`src/isa_pkg.sv`:
```
////////////////////////////////////////
// Architectural definitions
// Data width, register file size and
// the ALU opcode set of the issue core
////////////////////////////////////////

`default_nettype none

package isa_pkg;

    ////////////////////////////////////////
    // Word and register file geometry
    ////////////////////////////////////////

    // Datapath width in bits
    localparam int XLEN = 32;

    // Architectural registers visible to software
    localparam int NUM_ARCH_REGS = 8;
    localparam int REG_IDX_W = $clog2(NUM_ARCH_REGS);

    typedef logic [REG_IDX_W-1:0] reg_idx_t;
    typedef logic [XLEN-1:0]      data_t;

    ////////////////////////////////////////
    // ALU opcodes
    ////////////////////////////////////////

    // OP_LI ignores both sources and returns the immediate
    typedef enum logic [2:0] {
        OP_LI  = 3'd0,
        OP_ADD = 3'd1,
        OP_SUB = 3'd2,
        OP_AND = 3'd3,
        OP_OR  = 3'd4,
        OP_XOR = 3'd5
    } alu_op_e;

endpackage

`default_nettype wire
```
`src/rs_pkg.sv`:
```
////////////////////////////////////////
// Reservation station definitions
// Entry count, tags, and the structs
// passed between dispatch, entries, CDB
////////////////////////////////////////

`default_nettype none

package rs_pkg;

    import isa_pkg::*;

    ////////////////////////////////////////
    // Station sizing and tags
    ////////////////////////////////////////

    localparam int NUM_RS   = 4;
    localparam int RS_IDX_W = $clog2(NUM_RS);

    // One spare code for "value present"
    localparam int TAG_W = $clog2(NUM_RS + 1);

    typedef logic [TAG_W-1:0] rs_tag_t;

    // Zero means no producer; entry k is tag k+1
    localparam rs_tag_t TAG_NONE = '0;

    // Immediate field, zero extended by the ALU
    localparam int IMM_W = 16;

    ////////////////////////////////////////
    // Structs
    ////////////////////////////////////////

    // Instruction as offered on the dispatch port
    typedef struct packed {
        alu_op_e          op;
        reg_idx_t         rd;
        reg_idx_t         rs1;
        reg_idx_t         rs2;
        logic [IMM_W-1:0] imm;
    } dispatch_inst_t;

    // What an entry hands to the ALU on grant
    typedef struct packed {
        alu_op_e          op;
        reg_idx_t         rd;
        data_t            v1;
        data_t            v2;
        logic [IMM_W-1:0] imm;
    } rs_payload_t;

    // Dispatch write into a free entry
    typedef struct packed {
        rs_payload_t payload;
        rs_tag_t     t1;
        rs_tag_t     t2;
    } rs_fill_t;

    // Common data bus broadcast
    typedef struct packed {
        logic     valid;
        rs_tag_t  tag;
        reg_idx_t rd;
        data_t    value;
    } cdb_t;

endpackage

`default_nettype wire

```
`src/tomasulo_core.sv`:
```
////////////////////////////////////////
// Tomasulo issue core top level
// Dispatch, reservation entries, issue
////////////////////////////////////////

`timescale 1ns/1ns
`default_nettype none

module tomasulo_core (
    input  logic                   clock,
    input  logic                   reset,
    input  logic                   dispatch_valid,
    input  rs_pkg::dispatch_inst_t dispatch_inst,
    output logic                   dispatch_ready,
    output rs_pkg::cdb_t           cdb
);

    import rs_pkg::*;

    ////////////////////////////////////////
    // Internal wires
    ////////////////////////////////////////

    // One bit per entry
    logic [NUM_RS-1:0] alloc;
    logic [NUM_RS-1:0] busy;
    logic [NUM_RS-1:0] ready;
    logic [NUM_RS-1:0] grant;

    // Shared fill bus to every entry
    rs_fill_t fill;

    // Entry payloads toward the ALU
    rs_payload_t [NUM_RS-1:0] payload;

    ////////////////////////////////////////
    // Rename and dispatch
    ////////////////////////////////////////

    rename_dispatch u_rename_dispatch (
        .clock          (clock),
        .reset          (reset),
        .dispatch_valid (dispatch_valid),
        .dispatch_inst  (dispatch_inst),
        .busy           (busy),
        .cdb            (cdb),
        .dispatch_ready (dispatch_ready),
        .alloc          (alloc),
        .fill           (fill)
    );

    ////////////////////////////////////////
    // Reservation station entries
    ////////////////////////////////////////

    for (genvar i = 0; i < NUM_RS; i++) begin : g_rs
        rs_entry u_rs_entry (
            .clock   (clock),
            .reset   (reset),
            .alloc   (alloc[i]),
            .fill    (fill),
            .cdb     (cdb),
            .grant   (grant[i]),
            .busy    (busy[i]),
            .ready   (ready[i]),
            .payload (payload[i])
        );
    end

    // Issue select, ALU and CDB driver
    issue_alu u_issue_alu (
        .clock   (clock),
        .reset   (reset),
        .ready   (ready),
        .payload (payload),
        .grant   (grant),
        .cdb     (cdb)
    );

endmodule

`default_nettype wire

```
`src/issue_alu.sv`:
```
////////////////////////////////////////
// Issue select and ALU
// Fixed priority grant, one result per
// cycle, registered CDB broadcast
////////////////////////////////////////

`timescale 1ns/1ns
`default_nettype none

module issue_alu (
    input  logic                                    clock,
    input  logic                                    reset,
    input  logic [rs_pkg::NUM_RS-1:0]               ready,
    input  rs_pkg::rs_payload_t [rs_pkg::NUM_RS-1:0] payload,
    output logic [rs_pkg::NUM_RS-1:0]               grant,
    output rs_pkg::cdb_t                            cdb
);

    import isa_pkg::*;
    import rs_pkg::*;

    logic [RS_IDX_W-1:0] sel_idx;
    logic                sel_valid;
    rs_payload_t         sel;
    data_t               result;

    ////////////////////////////////////////
    // Select
    ////////////////////////////////////////

    // Lowest ready index has priority
    always_comb begin
        sel_idx   = '0;
        sel_valid = 1'b0;
        for (int i = NUM_RS - 1; i >= 0; i--) begin
            if (ready[i]) begin
                sel_idx   = RS_IDX_W'(i);
                sel_valid = 1'b1;
            end
        end
    end

    assign grant = sel_valid ? (NUM_RS'(1) << sel_idx) : '0;
    assign sel   = payload[sel_idx];

    ////////////////////////////////////////
    // Execute
    ////////////////////////////////////////

    always_comb begin
        case (sel.op)
            OP_LI:   result = {{(XLEN - IMM_W){1'b0}}, sel.imm};
            OP_ADD:  result = sel.v1 + sel.v2;
            OP_SUB:  result = sel.v1 - sel.v2;
            OP_AND:  result = sel.v1 & sel.v2;
            OP_OR:   result = sel.v1 | sel.v2;
            OP_XOR:  result = sel.v1 ^ sel.v2;
            default: result = '0;
        endcase
    end

    // Broadcast one cycle after grant
    always_ff @(posedge clock) begin
        if (reset) begin
            cdb.valid <= 1'b0;
        end else begin
            cdb.valid <= sel_valid;
        end
        // Tag names the entry that produced it
        cdb.tag   <= rs_tag_t'(sel_idx) + rs_tag_t'(1);
        cdb.rd    <= sel.rd;
        cdb.value <= result;
    end

endmodule

`default_nettype wire

```
`src/rs_entry.sv`:
```
////////////////////////////////////////
// Reservation station entry
// Holds one instruction, snoops the CDB
// for missing operands, frees on grant
////////////////////////////////////////

`timescale 1ns/1ns
`default_nettype none

module rs_entry (
    input  logic                clock,
    input  logic                reset,
    input  logic                alloc,
    input  rs_pkg::rs_fill_t    fill,
    input  rs_pkg::cdb_t        cdb,
    input  logic                grant,
    output logic                busy,
    output logic                ready,
    output rs_pkg::rs_payload_t payload
);

    import rs_pkg::*;

    // Pending producer per source
    rs_tag_t t1;
    rs_tag_t t2;

    logic hit1;
    logic hit2;

    // Snoop only while occupied
    assign hit1 = busy && cdb.valid && (t1 != TAG_NONE) && (t1 == cdb.tag);
    assign hit2 = busy && cdb.valid && (t2 != TAG_NONE) && (t2 == cdb.tag);

    ////////////////////////////////////////
    // Control state
    ////////////////////////////////////////

    always_ff @(posedge clock) begin
        if (reset) begin
            busy <= 1'b0;
            t1   <= TAG_NONE;
            t2   <= TAG_NONE;
        end else if (alloc) begin
            busy <= 1'b1;
            t1   <= fill.t1;
            t2   <= fill.t2;
        end else begin
            // Free at the grant edge
            if (grant) begin
                busy <= 1'b0;
            end
            if (hit1) begin
                t1 <= TAG_NONE;
            end
            if (hit2) begin
                t2 <= TAG_NONE;
            end
        end
    end

    ////////////////////////////////////////
    // Operand payload
    ////////////////////////////////////////

    always_ff @(posedge clock) begin
        if (alloc) begin
            payload <= fill.payload;
        end else begin
            // Capture broadcast value
            if (hit1) begin
                payload.v1 <= cdb.value;
            end
            if (hit2) begin
                payload.v2 <= cdb.value;
            end
        end
    end

    // Both sources present
    assign ready = busy && (t1 == TAG_NONE) && (t2 == TAG_NONE);

endmodule

`default_nettype wire

```
`src/rename_dispatch.sv`:
```
////////////////////////////////////////
// Rename and dispatch
// Register file, map table, operand read
// with CDB bypass, free entry allocation
////////////////////////////////////////

`timescale 1ns/1ns
`default_nettype none

module rename_dispatch (
    input  logic                      clock,
    input  logic                      reset,
    input  logic                      dispatch_valid,
    input  rs_pkg::dispatch_inst_t    dispatch_inst,
    input  logic [rs_pkg::NUM_RS-1:0] busy,
    input  rs_pkg::cdb_t              cdb,
    output logic                      dispatch_ready,
    output logic [rs_pkg::NUM_RS-1:0] alloc,
    output rs_pkg::rs_fill_t          fill
);

    import isa_pkg::*;
    import rs_pkg::*;

    // Architectural state
    data_t   regs    [NUM_ARCH_REGS];
    rs_tag_t map_tag [NUM_ARCH_REGS];

    logic [NUM_RS-1:0]   free_onehot;
    logic [RS_IDX_W-1:0] free_idx;
    rs_tag_t             new_tag;
    logic                accept;
    logic                uses_src;
    rs_tag_t             raw_t1;
    rs_tag_t             raw_t2;

    // True when the CDB is delivering this producer now
    function automatic logic cdb_hit(input rs_tag_t t, input cdb_t c);
        return c.valid && (t != TAG_NONE) && (t == c.tag);
    endfunction

    ////////////////////////////////////////
    // Free entry search
    ////////////////////////////////////////

    // Lowest free index wins
    always_comb begin
        free_onehot = '0;
        free_idx    = '0;
        for (int i = NUM_RS - 1; i >= 0; i--) begin
            if (!busy[i]) begin
                free_onehot    = '0;
                free_onehot[i] = 1'b1;
                free_idx       = RS_IDX_W'(i);
            end
        end
    end

    assign dispatch_ready = |(~busy);
    assign accept         = dispatch_valid && dispatch_ready;
    assign alloc          = accept ? free_onehot : '0;
    assign new_tag        = rs_tag_t'(free_idx) + rs_tag_t'(1);

    ////////////////////////////////////////
    // Operand read
    ////////////////////////////////////////

    // Load immediate never waits on its sources
    assign uses_src = (dispatch_inst.op != OP_LI);
    assign raw_t1   = uses_src ? map_tag[dispatch_inst.rs1] : TAG_NONE;
    assign raw_t2   = uses_src ? map_tag[dispatch_inst.rs2] : TAG_NONE;

    always_comb begin
        fill.payload.op  = dispatch_inst.op;
        fill.payload.rd  = dispatch_inst.rd;
        fill.payload.imm = dispatch_inst.imm;
        // Bypass a value broadcast in this same cycle
        fill.payload.v1  = cdb_hit(raw_t1, cdb) ? cdb.value : regs[dispatch_inst.rs1];
        fill.payload.v2  = cdb_hit(raw_t2, cdb) ? cdb.value : regs[dispatch_inst.rs2];
        fill.t1          = cdb_hit(raw_t1, cdb) ? TAG_NONE : raw_t1;
        fill.t2          = cdb_hit(raw_t2, cdb) ? TAG_NONE : raw_t2;
    end

    ////////////////////////////////////////
    // Map table and register file update
    ////////////////////////////////////////

    always_ff @(posedge clock) begin
        if (reset) begin
            for (int r = 0; r < NUM_ARCH_REGS; r++) begin
                regs[r]    <= '0;
                map_tag[r] <= TAG_NONE;
            end
        end else begin
            // Only the youngest producer of rd may retire it
            if (cdb_hit(map_tag[cdb.rd], cdb)) begin
                regs[cdb.rd]    <= cdb.value;
                map_tag[cdb.rd] <= TAG_NONE;
            end
            // Later assignment, so a new rename beats the clear
            if (accept) begin
                map_tag[dispatch_inst.rd] <= new_tag;
            end
        end
    end

endmodule

`default_nettype wire

```
`config.mk`:
```
export PLATFORM = sky130hd
export DESIGN_NAME = tomasulo_core
export DESIGN_NICKNAME = d
export VERILOG_FILES = /design/src/isa_pkg.sv /design/src/rs_pkg.sv /design/src/tomasulo_core.sv /design/src/issue_alu.sv /design/src/rs_entry.sv /design/src/rename_dispatch.sv
export SDC_FILE = /design/constraint.sdc
export NUM_CORES = 2
export LEC_CHECK = 0
export BUFFER_PORTS_ARGS = -buffer_cell sky130_fd_sc_hd__buf_2
export CORE_MARGIN = 2
export CORE_UTILIZATION = 35
export CTS_CLUSTER_SIZE = 20
export DETAILED_ROUTE_END_ITERATION = 6
export GPL_ROUTABILITY_DRIVEN = 0
export PLACE_DENSITY = 0.47
export SLEW_MARGIN = 20
export SYNTH_ARGS = -nofsm -noshare
export SYNTH_HDL_FRONTEND = slang
export SYNTH_SLANG_ARGS = --single-unit
```
`constraint.sdc`:
```
create_clock -name clock -period 13.15 [get_ports clock]
set_clock_uncertainty 0.15 [all_clocks]
set_input_delay 0.6575 -clock clock [delete_from_list [all_inputs] [get_ports clock]]
set_output_delay 0.6575 -clock clock [all_outputs]
set_load 0.005 [all_outputs]
```
Word-level counts from Yosys, hierarchy flattened
Memory sizes are Yosys's and may differ from the RTL's. A register that Yosys moved wholly into a read port is not among the register bits.
Cells that the tools add are included.
- output and inout port bits: 40
- RAM bits: 280
- register bits: 411
- logic and storage cells: 216
- input port bits: 31
- memories kept: 2
- shift operators: 1
- multiplexer cells: 80
- reductions and logical operators: 72
- bitwise gates (word level): 4
- equality and inequality tests: 16
- $lt $le $gt $ge: 1
- add/subtract/negate cells: 4
- memories (memory ; words ; width ; read ports ; clocked after Yosys merged registers in ; wr ports ; RTL line ; RTL):
    u_rename_dispatch.regs ; 8 ; 32 ; 2 ; 0 ; 8 ; rename_dispatch.sv:26 ; data_t regs [NUM_ARCH_REGS];
    u_rename_dispatch.map_tag ; 8 ; 3 ; 3 ; 1 ; 8 ; rename_dispatch.sv:27 ; rs_tag_t map_tag [NUM_ARCH_REGS];
- operators with widths (operator ; count):
    32-bit 2-to-1 mux ; 11
    64-bit 2-to-1 mux ; 4
    32-bit one-hot mux with 6 select lines ; 1
    86-bit binary-select mux with 2-bit select ; 1
    86-bit 2-to-1 mux ; 1
    3-bit 2-to-1 mux ; 25
    3-bit nonzero test ; 12
    1-bit logical AND ; 35
    3-bit equality test ; 11
    32-bit adder ; 1
    32-bit AND ; 1
    32-bit OR ; 1
    32-bit OR reduction ; 1
    32-bit subtractor ; 1
    32-bit XOR ; 1
    3-bit logical NOT ; 9
    4-bit 2-to-1 mux ; 6
    2-bit nonzero test ; 12
    1-bit 2-to-1 mux ; 23
    2-bit 2-to-1 mux ; 8
    2-bit by 1-bit adder with 3-bit output, second input constant ; 2
    3-bit by 2-bit equality test with 1-bit output, second input constant ; 2
    3-bit equality test, second input constant ; 2
    3-bit OR reduction ; 2
    5 further kinds ; 5

Longest topological paths before layout
- depth in word-level cells: 11
- depth in mapped cells: 29
- depth with buffers taken out: 25

Modules after synthesis
Synthesis repeated with hierarchy kept, for this count alone.
- cell total of the unflattened synthesis: 3313
- area total of the unflattened synthesis: 38780.9 sq um
- modules (own cells, without submodules) (module ; area an instance (sq um) ; seq. area each (sq um) ; instances ; cells an instance):
    rename_dispatch ; 16651.0 ; 8408.1 ; 1 ; 1280
    rs_entry ; 3717.3 ; 2722.6 ; 4 ; 310
    issue_alu ; 7260.7 ; 780.7 ; 1 ; 793

Worst setup path after synthesis
No wires, ideal clock.
- path type: register -> register
- start: register g_rs[2].u_rs_entry.t1[0]
- end: register, netlist name u_issue_alu.cdb[25]
- path slack: 7.168 ns
- buffers on the path: 5
- cell stages (with the launch flop): 28
- clock period less this slack: 5.982 ns
- arrival time: 5.688 ns
- required time: 12.856 ns
- library setup time: 0.144 ns
- cells stage by stage: dfxtp_1 -> or4_4 -> or2_0 -> buf_6 -> a211oi_4 -> buf_6 -> buf_6 -> buf_4 -> mux2_2 -> inv_1 -> nor2_2 -> nand2_1 -> clkbuf_1 -> nand2_1 -> o21ai_0 -> inv_1 -> ha_1 -> nor2b_1 -> o31ai_1 -> a211oi_1 -> a41oi_1 -> o21ai_0 -> a21oi_1 -> nor3_1 -> o21a_1 -> o21a_1 -> o311ai_0 -> o221ai_1
- cells in the longest elaborated chain, start to end: 10
- elaborated cells between the ends (all ways): 20
- those cells by class: 2 x add/sub; 5 x eq/ne; 6 x mux; 3 x bitwise; 4 x reduce/logical
- ends and longest elaborated chain (element ; RTL line ; RTL):
    start: declaration ; rs_entry.sv:25 ; rs_tag_t t1;
    start signal: assignment ; rs_entry.sv:46 ; t1 <= fill.t1;
    3-bit logical NOT * ; rs_entry.sv:81 ; assign ready = busy && (t1 == TAG_NONE) && (t2 == TAG_NONE);
    1-bit logical AND * (2 in series) ; rs_entry.sv:81 ;
    2-bit 2-to-1 mux * (3 in series) ; issue_alu.sv:36 ; if (ready[i]) begin
    86-bit binary-select mux with 2-bit select * ; issue_alu.sv:44 ; assign sel = payload[sel_idx];
    86-bit 2-to-1 mux (implied by the code) * ; issue_alu.sv:44 ;
    32-bit subtractor, or another cell as far along ; issue_alu.sv:54 ; OP_SUB: result = sel.v1 - sel.v2;
    32-bit one-hot mux with 6 select lines * ; issue_alu.sv:51 ; case (sel.op)
    via u_issue_alu.result[25] ; issue_alu.sv:25 ; data_t result;
Mark *: on every way through the listed nets, which the timed path passes. The rest lies on a longest branch. The select of a mux whose other input is x is not followed.
A chain may end at the register's enable or synchronous reset.

Final worst setup path
- start: register g_rs[2].u_rs_entry.t1[0]
- end: register, netlist name u_issue_alu.cdb[31]
- cells in the longest elaborated chain, start to end: 10
- elaborated cells between the ends (all ways): 20
- those cells by class: 2 x add/sub; 5 x eq/ne; 6 x mux; 3 x bitwise; 4 x reduce/logical
- ends and longest elaborated chain (element ; RTL line):
    3-bit logical NOT * ; rs_entry.sv:81
    1-bit logical AND * (2 in series) ; rs_entry.sv:81
    2-bit 2-to-1 mux * (3 in series) ; issue_alu.sv:36
    86-bit binary-select mux with 2-bit select * ; issue_alu.sv:44
    86-bit 2-to-1 mux (implied by the code) * ; issue_alu.sv:44
    32-bit subtractor, or another cell as far along ; issue_alu.sv:54
    32-bit one-hot mux with 6 select lines * ; issue_alu.sv:51
    via u_issue_alu.result[31] ; issue_alu.sv:25
Marked as above.

==> summary.md <==
| Metric | Value |
|---|---|
| Detailed-route wire length on metal 1 | 52200 um |
| Critical path arrival | 8.82 ns |
| Unrepaired setup endpoints after global routing | false |
| I/O pin count | 71 |
| Number of standard cells in the layout, taps in and fillers out | 4674 |
| Critical Path RT | 13.52 ns |
| Fin crit share | 64.21% |
| Min-Delay Startpoint | dispatch_inst[11] |
| Post-placement worst setup slack | 4.781 ns |
| # hold bufs at CTS | 0 |
| Internal cell power | 0.004518 W |
| First-pass GRT wire length | 173400 um |
| Total power density per cell area | 161.3 nW/um^2 |
| Psw | 0.002164 W |
| Maximum operating frequency | 118.4 MHz |
| Number of slew-limit violations in the final report | 0 |
| Width of the chip | 329.9 um |
| Final critical-path setup slack | 4.706 ns |
| Startpoint-to-endpoint class of the critical path | register to register |
| Standby leakage power | 15.65 nW |
| Headroom to the max-slew limit | 30.70% |
| Count of flip-flops with a built-in enable after synthesis | 624 |
| Clk_lat worst skew | 0.66 ns |
| Cell depth of the worst hold path | 1 |
| Worst-path maximum fanout | 96 |
| Reg-to-reg slack, setup | 4.71 ns |
| Number of cells on the worst reg-to-reg path | 27 |
| Diode insertion count for antenna repair | 0 |
| Share of layout cells above drive strength 1 | 14.07% |
| Relative contribution of the clock network to total power | 33.2% |
| Post-synthesis instance area | 37180 um^2 |
| DR vias | 26040 |
| Reg-to-reg startpoint | g_rs[2].u_rs_entry.t1[0]$_SDFFE_PP0P_ |
| Combinational fraction of design power | 22.5% |
| Nets@finish | 3353 |
| Cells after DPL | 4530 |
| Outcome | complete, no violations |
| Clk slew on worst S/H paths | 0.07 ns |
| Root Buffer | sky130_fd_sc_hd__clkbuf_16 |
| Final antenna-violating net count | 0 |
| Net count after synthesis | 3380 |
| Overall die height | 329.9 um |
| Gate count of the mapped netlist | 3247 |
| Most common cell in the synthesized netlist | sky130_fd_sc_hd__edfxtp_1 |
| Critical path's largest stage delay | 0.57 ns |
| Post-synth ARST share | 0% |
| Via-to-Cell Ratio | 5.572 |
| Number of filler instances in the final layout | 9997 |
| Overall power of the completed layout | 0.006682 W |
| Clock buffers created by TritonCTS | 79 |
| Sequential cell area | 20080 um^2 |
| #FFs+latches synth | 691 |
| Count of final setup violators | 0 |
| Average wire per standard cell | 25.00 um |
| Count of distinct cell types in the synthesized netlist | 84 |
| Syn Area/Cell | 11.45 um^2 |
| Setup tns final | 0 ns |
| Share of power burned in registers | 44.2% |
| Detailed route wirelength on metal3 | 7031 um |
| Maximum vdd ir drop | 91.58 uV |
| Number of buffers inserted by port buffering | 70 |
| Number of max-capacitance violations reported | 0 |
| Most frequent cells after synthesis | sky130_fd_sc_hd__edfxtp_1 (624), sky130_fd_sc_hd__nand2_1 (534), sky130_fd_sc_hd__o21ai_0 (365) |
| Critical R2R Capture | u_issue_alu.cdb[31]$_DFF_P_ |
| Post-CTS setup-driven buffer insertion count | 0 |
| Final WL | 116900 um |
| Maximum number of pins on one net before global-route repair | 97 |
| Detailed Routing Iterations Pass 1 | 7 |
| Highest-delay cell along the critical path | sky130_fd_sc_hd__or4_4 |
| DRC violation total after the first TritonRoute iteration | 2072 |
| Routed wire length on met2 | 55270 um |
| Top routing layer used | met4 |
| Area grow syn2layout | 11.41% |
| Area share of the largest cell type after synthesis | 50.40% |
| Synth warn | 0 |
| Element type at the critical path end | register |
| Ys flop type | sky130_fd_sc_hd__edfxtp_1 |
| Core area | 105300 um^2 |
| Synth area leader | sky130_fd_sc_hd__edfxtp_1 |
| Sequential element share of the synthesized area | 54.01% |
| Number of levels in the clock H-tree | 3 |
| TritonCTS clock tree | built |
| Sort of element at the start of the critical path | register |
| Area of the multi-input gates | 15840 um^2 |
| Endpoint of the worst hold-timing path | g_rs[3].u_rs_entry.payload[11]$_DFFE_PP_ |
| Number of rows in the core area | 119 |
| Global-route usage over all layers | 21.52% |
| Antenna violations before repair | 0 |
| Detailed placement HPWL | 74600 um |
| Effective utilization at floorplan | 35.32% |
| Total count of hold-check failures in the final report | 0 |
| GRT overflow | 0 |
| Post-CTS Resized | 0 |
| Via count of the first global-routing pass | 25960 |
| Die ar. | 108800 um^2 |
| Transition at the pin with the smallest max-transition slack | 1.029 ns |
| Sink count of the clock tree | 691 |
| Residual DRC count | 0 |
| Clk buf depth | 3 |
| Worst hold-check path type | input port to register |
| Shortest clock period the worst path allows after layout | 8.444 ns |
| Switching share of power | 32.39% |
| Top post-synthesis cells by area | sky130_fd_sc_hd__edfxtp_1 (50%), sky130_fd_sc_hd__mux4_2 (9.0%), sky130_fd_sc_hd__nand2_1 (5.4%), sky130_fd_sc_hd__o21ai_0 (4.9%), sky130_fd_sc_hd__and2_1 (4.6%) |
[layer usage]
| metal | vias to the layer above | global-route usage (%) |
|---|---|---|
| met2 | 816 | 35.32 |
| met1 | 13210 | 30.15 |
| met4 | 0 | 5.603 |
| met3 | 147 | 2.720 |
| li1 | 11870 | - |
| met5 | - | 0 |
[power by group through the flow]
stage	sequential (W)	clock, W	combinational (W)
global route	0.00298	0.00234	0.00168
detailed placement	0.00300	0	0.00149
CTS	0.00295	0.00226	0.00150
finish	0.00296	0.00222	0.00151
floorplan	0.00277	0	0.00110
global placement	0.00299	0	0.00147
[through the flow]
step | utilization, % | cell area [um^2] | hold WS (ns)
final | 39.35 | 41420 | 0.07145
after global routing | 39.35 | 41420 | 0.05720
after CTS | 39.35 | 41420 | 0.03100
after detailed placement | 36.90 | 38840 | 0.3547
after global placement | 36.90 | 38840 | 0.3378
after floorplan | - | 37180 | 0.3187
[worst max path at each step]
stage | cells after the start | slack, ns | endpoint | start
detailed placement | 27 | 4.78 | u_issue_alu.cdb[31]$_DFF_P_ | g_rs[2].u_rs_entry.t1[0]$_SDFFE_PP0P_
CTS | 27 | 4.73 | u_issue_alu.cdb[31]$_DFF_P_ | g_rs[2].u_rs_entry.t1[0]$_SDFFE_PP0P_
global placement | 27 | 4.87 | u_issue_alu.cdb[31]$_DFF_P_ | g_rs[2].u_rs_entry.t1[0]$_SDFFE_PP0P_
floorplan | 27 | 7.17 | u_issue_alu.cdb[25]$_DFF_P_ | g_rs[2].u_rs_entry.t1[0]$_SDFFE_PP0P_
finish | 27 | 4.71 | u_issue_alu.cdb[31]$_DFF_P_ | g_rs[2].u_rs_entry.t1[0]$_SDFFE_PP0P_
global route | 27 | 4.07 | u_issue_alu.cdb[31]$_DFF_P_ | g_rs[2].u_rs_entry.t1[0]$_SDFFE_PP0P_
[layout by cell type, fill, tap and decap left out, drive strengths merged, types with 31 or more instances in the layout]
master / netlist / layout
nor2: 91 / 91
a21oi: 50 / 50
nand3: 135 / 135
xnor2: 63 / 63
and2: 275 / 275
o21ai: 370 / 370
nand2: 538 / 538
dfxtp: 67 / 67
clkbuf: 188 / 107
mux2i: 102 / 102
ha: 101 / 101
buf: 51 / 131
edfxtp: 624 / 624
a22oi: 51 / 51
clkinv: 4 / 31
mux4: 149 / 149
inv: 90 / 91
[logic make-up after synthesis]
family	synth area share, %
xor gates and xnor gates	1.790
buffers and inverters	3.554
and+or+nand+nor	15.10
muxes	12.09
DFF	54.01
AOI/OAI and AO/OA	10.01
adders and majority gates	3.453
[state kept, by name (all words and copies together) (netlist names)]
register	flops
g_rs.u_rs_entry.payload	344
g_rs.u_rs_entry.busy	4
u_issue_alu.cdb	39
u_rename_dispatch.map_tag	24
g_rs.u_rs_entry.t2	12
u_rename_dispatch.regs	256
g_rs.u_rs_entry.t1	12
[worst max-delay path, delay by kind of cell, from the launching register on]
family | cells | cell delay [ns]
compound gates | 12 | 2.88
buf+inv | 4 | 1.32
xor+xnor | 2 | 0.35
simple gates | 7 | 2.58
fa+ha+maj | 2 | 0.59
flops | 1 | 0.35
[cell type report]
type / count / area share, %
clock buffer: 107 / 5.301
clock inverter: 37 / 0.9243
inverter: 94 / 0.8609
multi-input combinational: 2223 / 38.23
sequential: 691 / 48.48
timing repair buffer: 131 / 2.006
tap: 1391 / 4.202
(Power assumes the default switching activity.)
